**config.mk**
```make
export PLATFORM = sky130hd
export DESIGN_NAME = cu_setup
export DESIGN_NICKNAME = d
export VERILOG_FILES = /design/src/verilog/cu_setup_pkg.sv /design/src/verilog/cu_setup_config.sv /design/src/verilog/cu_setup_control.sv /design/src/verilog/cu_setup_read_engine.sv /design/src/verilog/cu_setup_request_fifo.sv /design/src/verilog/cu_setup.sv
export SDC_FILE = /design/constraint.sdc
export NUM_CORES = 1
export LEC_CHECK = 0
export BUFFER_PORTS_ARGS = -buffer_cell sky130_fd_sc_hd__buf_2
export CORE_ASPECT_RATIO = 1.75
export CORE_MARGIN = 2
export CORE_UTILIZATION = 60
export CTS_BUF_LIST = sky130_fd_sc_hd__clkbuf_4
export DETAILED_ROUTE_END_ITERATION = 6
export PLACE_DENSITY = 0.77
export SYNTH_ARGS = -nofsm -noshare
export SYNTH_HDL_FRONTEND = slang
export SYNTH_SLANG_ARGS = --single-unit
export TNS_END_PERCENT = 5
```
**constraint.sdc**
```tcl
create_clock -name ap_clk -period 5.3 [get_ports ap_clk]
set_input_delay 1.06 -clock ap_clk [delete_from_list [all_inputs] [get_ports ap_clk]]
set_output_delay 1.06 -clock ap_clk [all_outputs]
set_load 0.005 [all_outputs]
```
**src/verilog/cu_setup_pkg.sv**
```systemverilog
package cu_setup_pkg;

    // ----------------------------------------
    // Widths
    // ----------------------------------------

    // Byte address toward memory
    parameter int ADDRESS_W = 32;

    // Word counts and word indices
    parameter int COUNT_W = 16;

    // log2 of the bytes per memory word, 64 bytes
    parameter int WORD_SHIFT = 6;

    // ----------------------------------------
    // Types
    // ----------------------------------------

    typedef logic [ADDRESS_W-1:0] address_t;

    typedef logic [COUNT_W-1:0] word_count_t;

    // Setup phases, program first and flush second
    typedef enum logic [2:0] {
        CU_SETUP_RESET,
        CU_SETUP_IDLE,
        CU_SETUP_PROGRAM_START,
        CU_SETUP_PROGRAM_BUSY,
        CU_SETUP_PROGRAM_DONE,
        CU_SETUP_FLUSH_START,
        CU_SETUP_FLUSH_BUSY,
        CU_SETUP_FLUSH_DONE
    } cu_setup_state_t;

endpackage : cu_setup_pkg

```
**src/verilog/cu_setup_config.sv**
```systemverilog
module cu_setup_config (
    input  logic                      ap_clk,
    input  logic                      areset_cu_setup,
    input  logic                      descriptor_req,
    output logic                      descriptor_ack,
    input  cu_setup_pkg::address_t    descriptor_base,
    input  cu_setup_pkg::word_count_t descriptor_program_size,
    input  cu_setup_pkg::word_count_t descriptor_flush_size,
    input  logic                      descriptor_flush_enable,
    output logic                      descriptor_valid,
    output cu_setup_pkg::address_t    base_address,
    output cu_setup_pkg::word_count_t program_size,
    output cu_setup_pkg::word_count_t flush_size,
    output logic                      flush_enable
);

    // Only the first descriptor after reset is taken
    logic take;

    assign take = descriptor_req && !descriptor_valid;

    // ----------------------------------------
    // Four-phase handshake
    // ----------------------------------------
    always_ff @(posedge ap_clk) begin
        if (areset_cu_setup) begin
            descriptor_ack   <= 1'b0;
            descriptor_valid <= 1'b0;
        end else if (take) begin
            descriptor_ack   <= 1'b1;
            descriptor_valid <= 1'b1;
        end else if (!descriptor_req) begin
            descriptor_ack <= 1'b0;
        end
    end

    // Descriptor fields captured with the ack
    always_ff @(posedge ap_clk) begin
        if (take) begin
            base_address <= descriptor_base;
            program_size <= descriptor_program_size;
            flush_size   <= descriptor_flush_size;
            flush_enable <= descriptor_flush_enable;
        end
    end

    // Host keeps requesting until the first descriptor is acked
    req_held_until_ack : assert property (@(posedge ap_clk) disable iff (areset_cu_setup)
        descriptor_req && !descriptor_ack && !descriptor_valid |=> descriptor_req);

endmodule : cu_setup_config

```
**src/verilog/cu_setup_control.sv**
```systemverilog
module cu_setup_control (
    input  logic                      ap_clk,
    input  logic                      areset_cu_setup,
    input  logic                      descriptor_valid,
    input  cu_setup_pkg::word_count_t program_size,
    input  cu_setup_pkg::word_count_t flush_size,
    input  logic                      flush_enable,
    input  logic                      cu_flush,
    input  logic                      engine_idle,
    input  logic                      fifo_empty,
    input  logic                      response_valid,
    output logic                      engine_start,
    output logic                      phase_flush,
    output cu_setup_pkg::word_count_t phase_size,
    output logic                      done
);

    cu_setup_pkg::cu_setup_state_t state;
    cu_setup_pkg::cu_setup_state_t next_state;

    // Responses still owed for the running phase
    cu_setup_pkg::word_count_t response_count;

    logic cu_flush_reg;
    logic phase_end;

    // Nothing in flight anywhere
    assign phase_end = engine_idle && fifo_empty && (response_count == '0);

    assign engine_start = (state == cu_setup_pkg::CU_SETUP_PROGRAM_START) ||
                          (state == cu_setup_pkg::CU_SETUP_FLUSH_START);

    assign phase_flush = (state == cu_setup_pkg::CU_SETUP_FLUSH_START) ||
                         (state == cu_setup_pkg::CU_SETUP_FLUSH_BUSY) ||
                         (state == cu_setup_pkg::CU_SETUP_FLUSH_DONE);

    assign phase_size = phase_flush ? flush_size : program_size;

    // ----------------------------------------
    // Phase FSM
    // ----------------------------------------
    always_ff @(posedge ap_clk) begin
        if (areset_cu_setup) begin
            state <= cu_setup_pkg::CU_SETUP_RESET;
        end else begin
            state <= next_state;
        end
    end

    always_comb begin
        next_state = state;
        case (state)
            cu_setup_pkg::CU_SETUP_RESET: begin
                next_state = cu_setup_pkg::CU_SETUP_IDLE;
            end
            cu_setup_pkg::CU_SETUP_IDLE: begin
                if (descriptor_valid) begin
                    next_state = cu_setup_pkg::CU_SETUP_PROGRAM_START;
                end
            end
            cu_setup_pkg::CU_SETUP_PROGRAM_START: begin
                next_state = cu_setup_pkg::CU_SETUP_PROGRAM_BUSY;
            end
            cu_setup_pkg::CU_SETUP_PROGRAM_BUSY: begin
                if (phase_end) begin
                    next_state = cu_setup_pkg::CU_SETUP_PROGRAM_DONE;
                end
            end
            cu_setup_pkg::CU_SETUP_PROGRAM_DONE: begin
                // Park here until the host asks for the flush
                if (!flush_enable) begin
                    next_state = cu_setup_pkg::CU_SETUP_FLUSH_DONE;
                end else if (cu_flush_reg) begin
                    next_state = cu_setup_pkg::CU_SETUP_FLUSH_START;
                end
            end
            cu_setup_pkg::CU_SETUP_FLUSH_START: begin
                next_state = cu_setup_pkg::CU_SETUP_FLUSH_BUSY;
            end
            cu_setup_pkg::CU_SETUP_FLUSH_BUSY: begin
                if (phase_end) begin
                    next_state = cu_setup_pkg::CU_SETUP_FLUSH_DONE;
                end
            end
            cu_setup_pkg::CU_SETUP_FLUSH_DONE: begin
                next_state = cu_setup_pkg::CU_SETUP_FLUSH_DONE;
            end
            default: begin
                next_state = cu_setup_pkg::CU_SETUP_RESET;
            end
        endcase
    end

    // ----------------------------------------
    // Response counter and done
    // ----------------------------------------
    always_ff @(posedge ap_clk) begin
        if (areset_cu_setup) begin
            response_count <= '0;
            cu_flush_reg   <= 1'b0;
            done           <= 1'b0;
        end else begin
            cu_flush_reg <= cu_flush;
            done         <= (state == cu_setup_pkg::CU_SETUP_FLUSH_DONE);
            if (engine_start) begin
                response_count <= phase_size;
            end else if (response_valid && (response_count != '0)) begin
                response_count <= response_count - 1'b1;
            end
        end
    end

    // More responses than requests issued
    counter_no_underflow : assert property (@(posedge ap_clk) disable iff (areset_cu_setup)
        response_valid |-> (response_count != '0));

    no_response_in_idle : assert property (@(posedge ap_clk) disable iff (areset_cu_setup)
        response_valid |-> (state != cu_setup_pkg::CU_SETUP_IDLE));

endmodule : cu_setup_control

```
**src/verilog/cu_setup_read_engine.sv**
```systemverilog
module cu_setup_read_engine (
    input  logic                      ap_clk,
    input  logic                      areset_cu_setup,
    input  logic                      engine_start,
    input  logic                      phase_flush,
    input  cu_setup_pkg::word_count_t phase_size,
    input  cu_setup_pkg::address_t    base_address,
    input  logic                      fifo_prog_full,
    output logic                      engine_idle,
    output logic                      push,
    output cu_setup_pkg::address_t    push_address,
    output logic                      push_flush
);

    logic                      busy;
    cu_setup_pkg::word_count_t word_index;
    cu_setup_pkg::word_count_t next_index;
    logic                      all_issued;
    logic                      last_push;

    assign next_index = word_index + 1'b1;
    assign all_issued = (word_index == phase_size);
    assign last_push  = push && (next_index == phase_size);

    // ----------------------------------------
    // Request generation
    // ----------------------------------------

    // Hold off while the FIFO is above its threshold
    assign push = busy && !all_issued && !fifo_prog_full;

    // Word index scaled to a byte offset
    assign push_address = base_address +
                          (cu_setup_pkg::address_t'(word_index) << cu_setup_pkg::WORD_SHIFT);

    assign push_flush  = phase_flush;
    assign engine_idle = !busy;

    always_ff @(posedge ap_clk) begin
        if (areset_cu_setup) begin
            busy       <= 1'b0;
            word_index <= '0;
        end else if (engine_start) begin
            busy       <= 1'b1;
            word_index <= '0;
        end else if (busy) begin
            if (push) begin
                word_index <= next_index;
            end
            // Zero-size phase drops out right away
            if (last_push || all_issued) begin
                busy <= 1'b0;
            end
        end
    end

endmodule : cu_setup_read_engine

```
**src/verilog/cu_setup_request_fifo.sv**
```systemverilog
module cu_setup_request_fifo #(
    parameter int FIFO_DEPTH  = 32,
    parameter int PROG_THRESH = 16
) (
    input  logic                   ap_clk,
    input  logic                   areset_cu_setup,
    input  logic                   push,
    input  cu_setup_pkg::address_t push_address,
    input  logic                   push_flush,
    output logic                   fifo_prog_full,
    output logic                   fifo_empty,
    output logic                   request_valid,
    input  logic                   request_ready,
    output cu_setup_pkg::address_t request_address,
    output logic                   request_flush
);

    localparam int PTR_W = $clog2(FIFO_DEPTH);
    localparam logic [PTR_W:0] DEPTH_COUNT  = (PTR_W + 1)'(FIFO_DEPTH);
    localparam logic [PTR_W:0] THRESH_COUNT = (PTR_W + 1)'(PROG_THRESH);

    cu_setup_pkg::address_t address_mem [FIFO_DEPTH];
    logic                   flush_mem   [FIFO_DEPTH];

    logic [PTR_W-1:0] wr_ptr;
    logic [PTR_W-1:0] rd_ptr;
    logic [PTR_W:0]   count;
    logic             fifo_full;
    logic             pop;

    assign fifo_empty     = (count == '0);
    assign fifo_full      = (count == DEPTH_COUNT);
    assign fifo_prog_full = (count >= THRESH_COUNT);

    // Head entry is shown before it is taken
    assign request_valid   = !fifo_empty;
    assign request_address = address_mem[rd_ptr];
    assign request_flush   = flush_mem[rd_ptr];
    assign pop             = request_valid && request_ready;

    // ----------------------------------------
    // Storage and pointers
    // ----------------------------------------
    always_ff @(posedge ap_clk) begin
        if (push) begin
            address_mem[wr_ptr] <= push_address;
            flush_mem[wr_ptr]   <= push_flush;
        end
    end

    always_ff @(posedge ap_clk) begin
        if (areset_cu_setup) begin
            wr_ptr <= '0;
            rd_ptr <= '0;
            count  <= '0;
        end else begin
            if (push) begin
                wr_ptr <= wr_ptr + 1'b1;
            end
            if (pop) begin
                rd_ptr <= rd_ptr + 1'b1;
            end
            if (push && !pop) begin
                count <= count + 1'b1;
            end else if (pop && !push) begin
                count <= count - 1'b1;
            end
        end
    end

    // Engine back-pressure keeps the FIFO below full
    no_push_when_full : assert property (@(posedge ap_clk) disable iff (areset_cu_setup)
        push |-> !fifo_full);

endmodule : cu_setup_request_fifo

```
**src/verilog/cu_setup.sv**
```systemverilog
module cu_setup #(
    parameter int FIFO_DEPTH  = 32,
    parameter int PROG_THRESH = 16
) (
    input  logic                      ap_clk,
    input  logic                      areset_cu_setup,
    input  logic                      descriptor_req,
    output logic                      descriptor_ack,
    input  cu_setup_pkg::address_t    descriptor_base,
    input  cu_setup_pkg::word_count_t descriptor_program_size,
    input  cu_setup_pkg::word_count_t descriptor_flush_size,
    input  logic                      descriptor_flush_enable,
    input  logic                      cu_flush,
    output logic                      request_valid,
    input  logic                      request_ready,
    output cu_setup_pkg::address_t    request_address,
    output logic                      request_flush,
    input  logic                      response_valid,
    output logic                      done
);

    // ----------------------------------------
    // Internal wires
    // ----------------------------------------
    logic                      descriptor_valid;
    cu_setup_pkg::address_t    base_address;
    cu_setup_pkg::word_count_t program_size;
    cu_setup_pkg::word_count_t flush_size;
    logic                      flush_enable;

    logic                      engine_start;
    logic                      phase_flush;
    cu_setup_pkg::word_count_t phase_size;
    logic                      engine_idle;

    logic                      push;
    cu_setup_pkg::address_t    push_address;
    logic                      push_flush;
    logic                      fifo_prog_full;
    logic                      fifo_empty;

    // Descriptor capture
    cu_setup_config cu_setup_config_i (
        .ap_clk                  (ap_clk),
        .areset_cu_setup         (areset_cu_setup),
        .descriptor_req          (descriptor_req),
        .descriptor_ack          (descriptor_ack),
        .descriptor_base         (descriptor_base),
        .descriptor_program_size (descriptor_program_size),
        .descriptor_flush_size   (descriptor_flush_size),
        .descriptor_flush_enable (descriptor_flush_enable),
        .descriptor_valid        (descriptor_valid),
        .base_address            (base_address),
        .program_size            (program_size),
        .flush_size              (flush_size),
        .flush_enable            (flush_enable)
    );

    // Phase sequencing
    cu_setup_control cu_setup_control_i (
        .ap_clk           (ap_clk),
        .areset_cu_setup  (areset_cu_setup),
        .descriptor_valid (descriptor_valid),
        .program_size     (program_size),
        .flush_size       (flush_size),
        .flush_enable     (flush_enable),
        .cu_flush         (cu_flush),
        .engine_idle      (engine_idle),
        .fifo_empty       (fifo_empty),
        .response_valid   (response_valid),
        .engine_start     (engine_start),
        .phase_flush      (phase_flush),
        .phase_size       (phase_size),
        .done             (done)
    );

    cu_setup_read_engine cu_setup_read_engine_i (
        .ap_clk          (ap_clk),
        .areset_cu_setup (areset_cu_setup),
        .engine_start    (engine_start),
        .phase_flush     (phase_flush),
        .phase_size      (phase_size),
        .base_address    (base_address),
        .fifo_prog_full  (fifo_prog_full),
        .engine_idle     (engine_idle),
        .push            (push),
        .push_address    (push_address),
        .push_flush      (push_flush)
    );

    cu_setup_request_fifo #(
        .FIFO_DEPTH  (FIFO_DEPTH),
        .PROG_THRESH (PROG_THRESH)
    ) cu_setup_request_fifo_i (
        .ap_clk          (ap_clk),
        .areset_cu_setup (areset_cu_setup),
        .push            (push),
        .push_address    (push_address),
        .push_flush      (push_flush),
        .fifo_prog_full  (fifo_prog_full),
        .fifo_empty      (fifo_empty),
        .request_valid   (request_valid),
        .request_ready   (request_ready),
        .request_address (request_address),
        .request_flush   (request_flush)
    );

endmodule : cu_setup

```
# Word level (Yosys, flattened, before mapping)
# Memory sizes are Yosys's and may differ from the RTL's. A register that Yosys moved wholly into a read port is not among the register bits.
# Index checks and enable logic that the tools add are counted.
[op_classes]
addsub = 7
n_lt_le_gt_ge = 1
eq_ne = 14
muxes = 22
reduce_logical = 30
[op_table]
columns = ["cell", "count"]
rows = [
  ["2-to-1 mux 16 bit", 3],
  ["adder 32 x 22 -> 32 bit", 1],
  ["equality test 16 bit", 2],
  ["case mux 3 bit (8 select lines)", 1],
  ["2-to-1 mux 5 bit", 4],
  ["adder 16 x 1 -> 16 bit (second input constant)", 1],
  ["zero test 16 bit", 1],
  ["nonzero test 16 bit", 1],
  ["subtractor 16 x 1 -> 16 bit (second input constant)", 1],
  ["2-to-1 mux 3 bit", 5],
  ["equality test 3 bit (second input constant)", 4],
  ["2-to-1 mux 6 bit", 2],
  ["adder 5 x 1 -> 5 bit (second input constant)", 2],
  ["logical AND 1 bit", 10],
  ["zero test 1 bit", 7],
  ["2-to-1 mux 1 bit", 7],
  ["adder 6 x 1 -> 6 bit (second input constant)", 1],
  ["equality test 3 x 2 -> 1 bit (second input constant)", 2],
  ["greater-or-equal comparator 6 x 5 -> 1 bit (second input constant)", 1],
  ["zero test 6 bit", 1],
  ["!= test 2 x 1 -> 1 bit (second input constant)", 3],
  ["subtractor 6 x 1 -> 6 bit (second input constant)", 1],
  ["logical OR 1 bit", 4],
  ["AND reduction 4 bit", 1],
  ["other kinds (7)", 8],
]
[word_totals]
ff_bits = 121
mem_bits_rw = 1056
in_bits = 71
out_inout_bits = 36
word_cells = 91
memories = 2
[memory_table]
columns = ["memory", "depth", "word_bits", "read_ports", "rd_ports_with_merged_regs", "write_ports", "line", "source"]
rows = [
  ["cu_setup_request_fifo_i.address_mem", 32, 32, 1, 1, 1, "cu_setup_request_fifo.sv:22", "cu_setup_pkg::address_t address_mem [FIFO_DEPTH];"],
  ["cu_setup_request_fifo_i.flush_mem", 32, 1, 1, 1, 1, "cu_setup_request_fifo.sv:23", "logic flush_mem [FIFO_DEPTH];"],
]

# Depth between registers and ports, before layout
[logic_depth]
ltp_word = 13
ltp_mapped = 21
mapped_depth_nobuf = 17

# Modules after synthesis
# Synthesis repeated with hierarchy kept, for this count alone.
[hier_totals]
cells_unflattened = 2653
hier_area_um2 = 47297.9
[by_module_without_submodules]
columns = ["module", "instances", "cells_per_inst", "area_each_um2", "seq_area_each_um2"]
rows = [
  ["cu_setup_request_fifo", 1, 2095, 41509.8, 32130.8],
  ["cu_setup_read_engine", 1, 312, 2262.2, 340.3],
  ["cu_setup_config", 1, 72, 2026.9, 1991.9],
  ["cu_setup_control", 1, 174, 1498.9, 420.4],
]

# Worst setup path after synthesis
# No wires, ideal clock.
[synth_timing]
path_kind = "reg2reg"
start = "register cu_setup_config_i.base_address[6]"
end = "memory cu_setup_request_fifo_i.address_mem[0][20] in the netlist's numbering, data pin"
setup_time_ns = 0.615
arrival_time_ns = 4.060
required_time_ns = 4.685
path_slack_ns = 0.625
stages_incl_launch_ff = 10
path_buffers = 0
synth_period_minus_slack_ns = 4.675
path_cell_list = "edfxtp_1 -> ha_1 -> inv_1 -> fa_1 -> nor2b_1 -> o21ai_0 -> a21boi_0 -> o31a_1 -> o41a_1 -> o311ai_0"
[synth_between]
elab_chain_len = 1
[synth_lines]
columns = ["element", "line", "source"]
rows = [
  ["start, declared", "cu_setup_config.sv:11", "output cu_setup_pkg::address_t base_address,"],
  ["start signal, assigned", "cu_setup_config.sv:40", "base_address <= descriptor_base;"],
  ["adder 32 x 22 -> 32 bit", "cu_setup_read_engine.sv:33", "assign push_address = base_address +"],
  ["named net cu_setup_read_engine_i.push_address[20]", "cu_setup_read_engine.sv:11", "output cu_setup_pkg::address_t push_address,"],
  ["end, declared", "cu_setup_request_fifo.sv:22", ""],
]
# The timed path passes the listed nets, and every way through them passes these cells.

==> flow_summary.json <==
{
  "gp_congestion": 0.9469,
  "clk_path_buf_depth": 3,
  "yosys_warnings": 0,
  "synth_area_um2": 46660,
  "layout_commonest_cell": "edfxtp_1",
  "clk_pin_slew_ns": 0.07,
  "critPathMaxFanout": 34,
  "avgRoutedWirePerCell_um": 29.84,
  "avgSynthCellArea_um2": 21.44,
  "top_regs": "cu_setup_request_fifo_i.address_mem (1024), cu_setup_config_i.base_address (32), cu_setup_request_fifo_i.flush_mem (32)",
  "root_buffer": "clkbuf_4",
  "fmax_ghz": 0.1988,
  "synth_fp_nets": 2278,
  "yosysSeqAreaShare_pct": 74.75,
  "routed-via-count": 24020,
  "power.leakage_nw": 16.84,
  "criticalPathCategory": "reg -> out",
  "clock_latency_ns": 1.15,
  "rsz0062_at_grt": "false",
  "synth_top_area_share_pct": 72.14,
  "hold_class": "in -> reg",
  "io_pins": 107,
  "finalCritPeriodShare_pct": 94.91,
  "yosysTopAreaCell": "edfxtp_1",
  "clock_sinks": 1182,
  "power.density_nw_per_um2": 385.8,
  "synth-edff-count": 1121,
  "grt_pass1_vias": 25280,
  "ir_drop_uv": 348.7,
  "status": "completed",
  "worstMarginPinSlew_ns": 1.358,
  "wl_met3_mm": 10.33,
  "die_w_um": 214.8,
  "start_util_pct": 60.45,
  "synthFlopType": "edfxtp_1",
  "start_kind": "flip-flop",
  "drt-vias-per-instance": 6.409,
  "num_rows": 135,
  "coreArea_um2": 77190,
  "slew_headroom_pct": 8.998,
  "grt_pass1_wl_mm": 163.1,
  "io_buffers": 106,
  "wl_met1_mm": 37.57,
  "post_cts_buffers": 0,
  "required_ns": 4.24,
  "top_layer_used": "met4",
  "whs_ns": 0.1259,
  "hpwl_mm": 65.45,
  "cap_violations": 0,
  "final_cell_mix": "edfxtp_1 (1,121), clkbuf_4 (342), mux4_2 (330), buf_2 (106), buf_4 (66)",
  "die_area_um2": 80110,
  "grt_antenna_before_repair": 4,
  "drtIter0Drc": 2789,
  "top_register": "cu_setup_request_fifo_i.address_mem",
  "final_nets": 2640,
  "dp.cells": 3289,
  "setup_violations": 0,
  "track_usage_pct": 28.74,
  "area_growth_pct": 12.77,
  "layoutNonFillerInstCount": 3747,
  "grt_max_degree": 75,
  "h-tree-depth": 4,
  "synth.distinct_cells": 66,
  "fin_util_pct": 68.17,
  "skew_ns": 0.08933,
  "ys_async_sr_fraction_pct": 0,
  "ctsResizeCount": 0,
  "cp.arrival_ns": 3.97,
  "totalWireLength_mm": 111.8,
  "grt-ovfl-total": 0,
  "cp-end-kind": "output pin",
  "first_pass_iters": 6,
  "postRouteAntennaNets": 0,
  "drc_errors": 0,
  "numCtsBuffers": 240,
  "fill_cells": 4763,
  "synthTopCellsByArea": "edfxtp_1 (72%), mux4_2 (16%), dfxtp_1 (2.6%)",
  "drive_gt1_share_pct": 36.82,
  "finalSetupTns_ns": 0,
  "die_y_um": 372.9,
  "ys_seq_elements": 1182,
  "routed-wl-met2_mm": 58.85,
  "largest_reg_flops": 1024,
  "period_needed_ns": 5.030,
  "hold_viol_final": 0,
  "cts_tree": "done",
  "finalMaxSlewViolations": 0,
  "syn-instance-count": 2177,
  "finalPower_mw": 20.30
}
-- power breakdown --
| part | switching, mW | internal (mW) |
|---|---|---|
| registers | 0.218 | 10.4 |
| clock network | 3.26 | 3.20 |
| logic | 1.53 | 1.72 |
| total | 5.02 | 15.3 |
-- per-layer routing --
| metal | vias to the layer above | track usage [%] |
|---|---|---|
| met3 | 271 | 6.308 |
| met1 | 12340 | 35.01 |
| met4 | 0 | 13.61 |
| met2 | 1395 | 49.12 |
| li1 | 10010 | - |
| met5 | - | 0 |
-- stage by stage --
step,setup WS [ns],area (um^2)
floorplan,0.6248,46660
global placement,0.8861,49210
detailed placement,0.8443,49210
CTS,0.07494,52570
global route,0.03594,52630
finish,0.2696,52630
-- cell families (layout without fill, tap and decap cells) --
group / count (synthesis) / in the layout / synth area share (%)
compound gates: 127 / 127 / 1.877
buf+inv: 134 / 673 / 1.204
mux: 381 / 381 / 17.11
other cells: 0 / 4 / 0
xor+xnor: 73 / 73 / 1.386
fa+ha+maj: 30 / 30 / 0.8366
flops: 1182 / 1182 / 74.75
simple gates: 250 / 250 / 2.834
-- final cells by class --
cell class / instances / area [um^2] / area share, %
Sequential cell: 1182 / 34900 / 66.32
Multi-Input combinational cell: 861 / 11450 / 21.75
Clock buffer: 342 / 2567 / 4.879
Timing Repair Buffer: 232 / 1878 / 3.569
Tap cell: 1027 / 1285 / 2.442
Clock inverter: 77 / 449.2 / 0.8535
Inverter: 22 / 87.58 / 0.1664
Antenna cell: 4 / 10.01 / 0.01902
-- critical path: stages, from the launching register on --
cell and delay, ns:
dfxtp_4 0.61, buf_4 0.62, mux4_2 0.60, mux4_2 0.50, mux2_2 0.32, buf_2 0.14
-- path summary, 6_finish.rpt --
path                            slack, ns  cells after the start                                          end                                  from
worst max-delay path                 0.27                      5                          request_address[22]                             flip-flop
worst min-delay path                 0.13                      1            cu_setup_config_i.base_address[5]                    descriptor_base[5]
worst min register to register       0.51                      2                                    flip-flop     cu_setup_request_fifo_i.rd_ptr[1]
worst max register to register       0.80                     11  cu_setup_request_fifo_i.address_mem[19][26]  cu_setup_read_engine_i.word_index[0]
-- synth_stat cells, drive strengths merged (7+ instances only) --
cell,n
edfxtp,1121
mux4,330
clkbuf,71
nor2,65
dfxtp,61
xnor2,44
buf,41
and3,39
a21oi,36
nand2,35
mux2,33
xor2,29
ha,28
a211oi,22
inv,22
nand3,19
mux2i,18
nor3,18
or4,15
o31ai,14
o21ai,12
nor4,10
nand4,9
a21o,8
nor2b,8
nor3b,7
or3,7
-- what timing repair did --
| action | 4_1_cts | 5_1_grt |
|---|---|---|
| hold endpoints to repair | 34 | 0 |
| setup endpoints to repair | 0 | 0 |
| hold buffers | 34 | 0 |
Note: power is estimated with default switching activity, not from simulation.
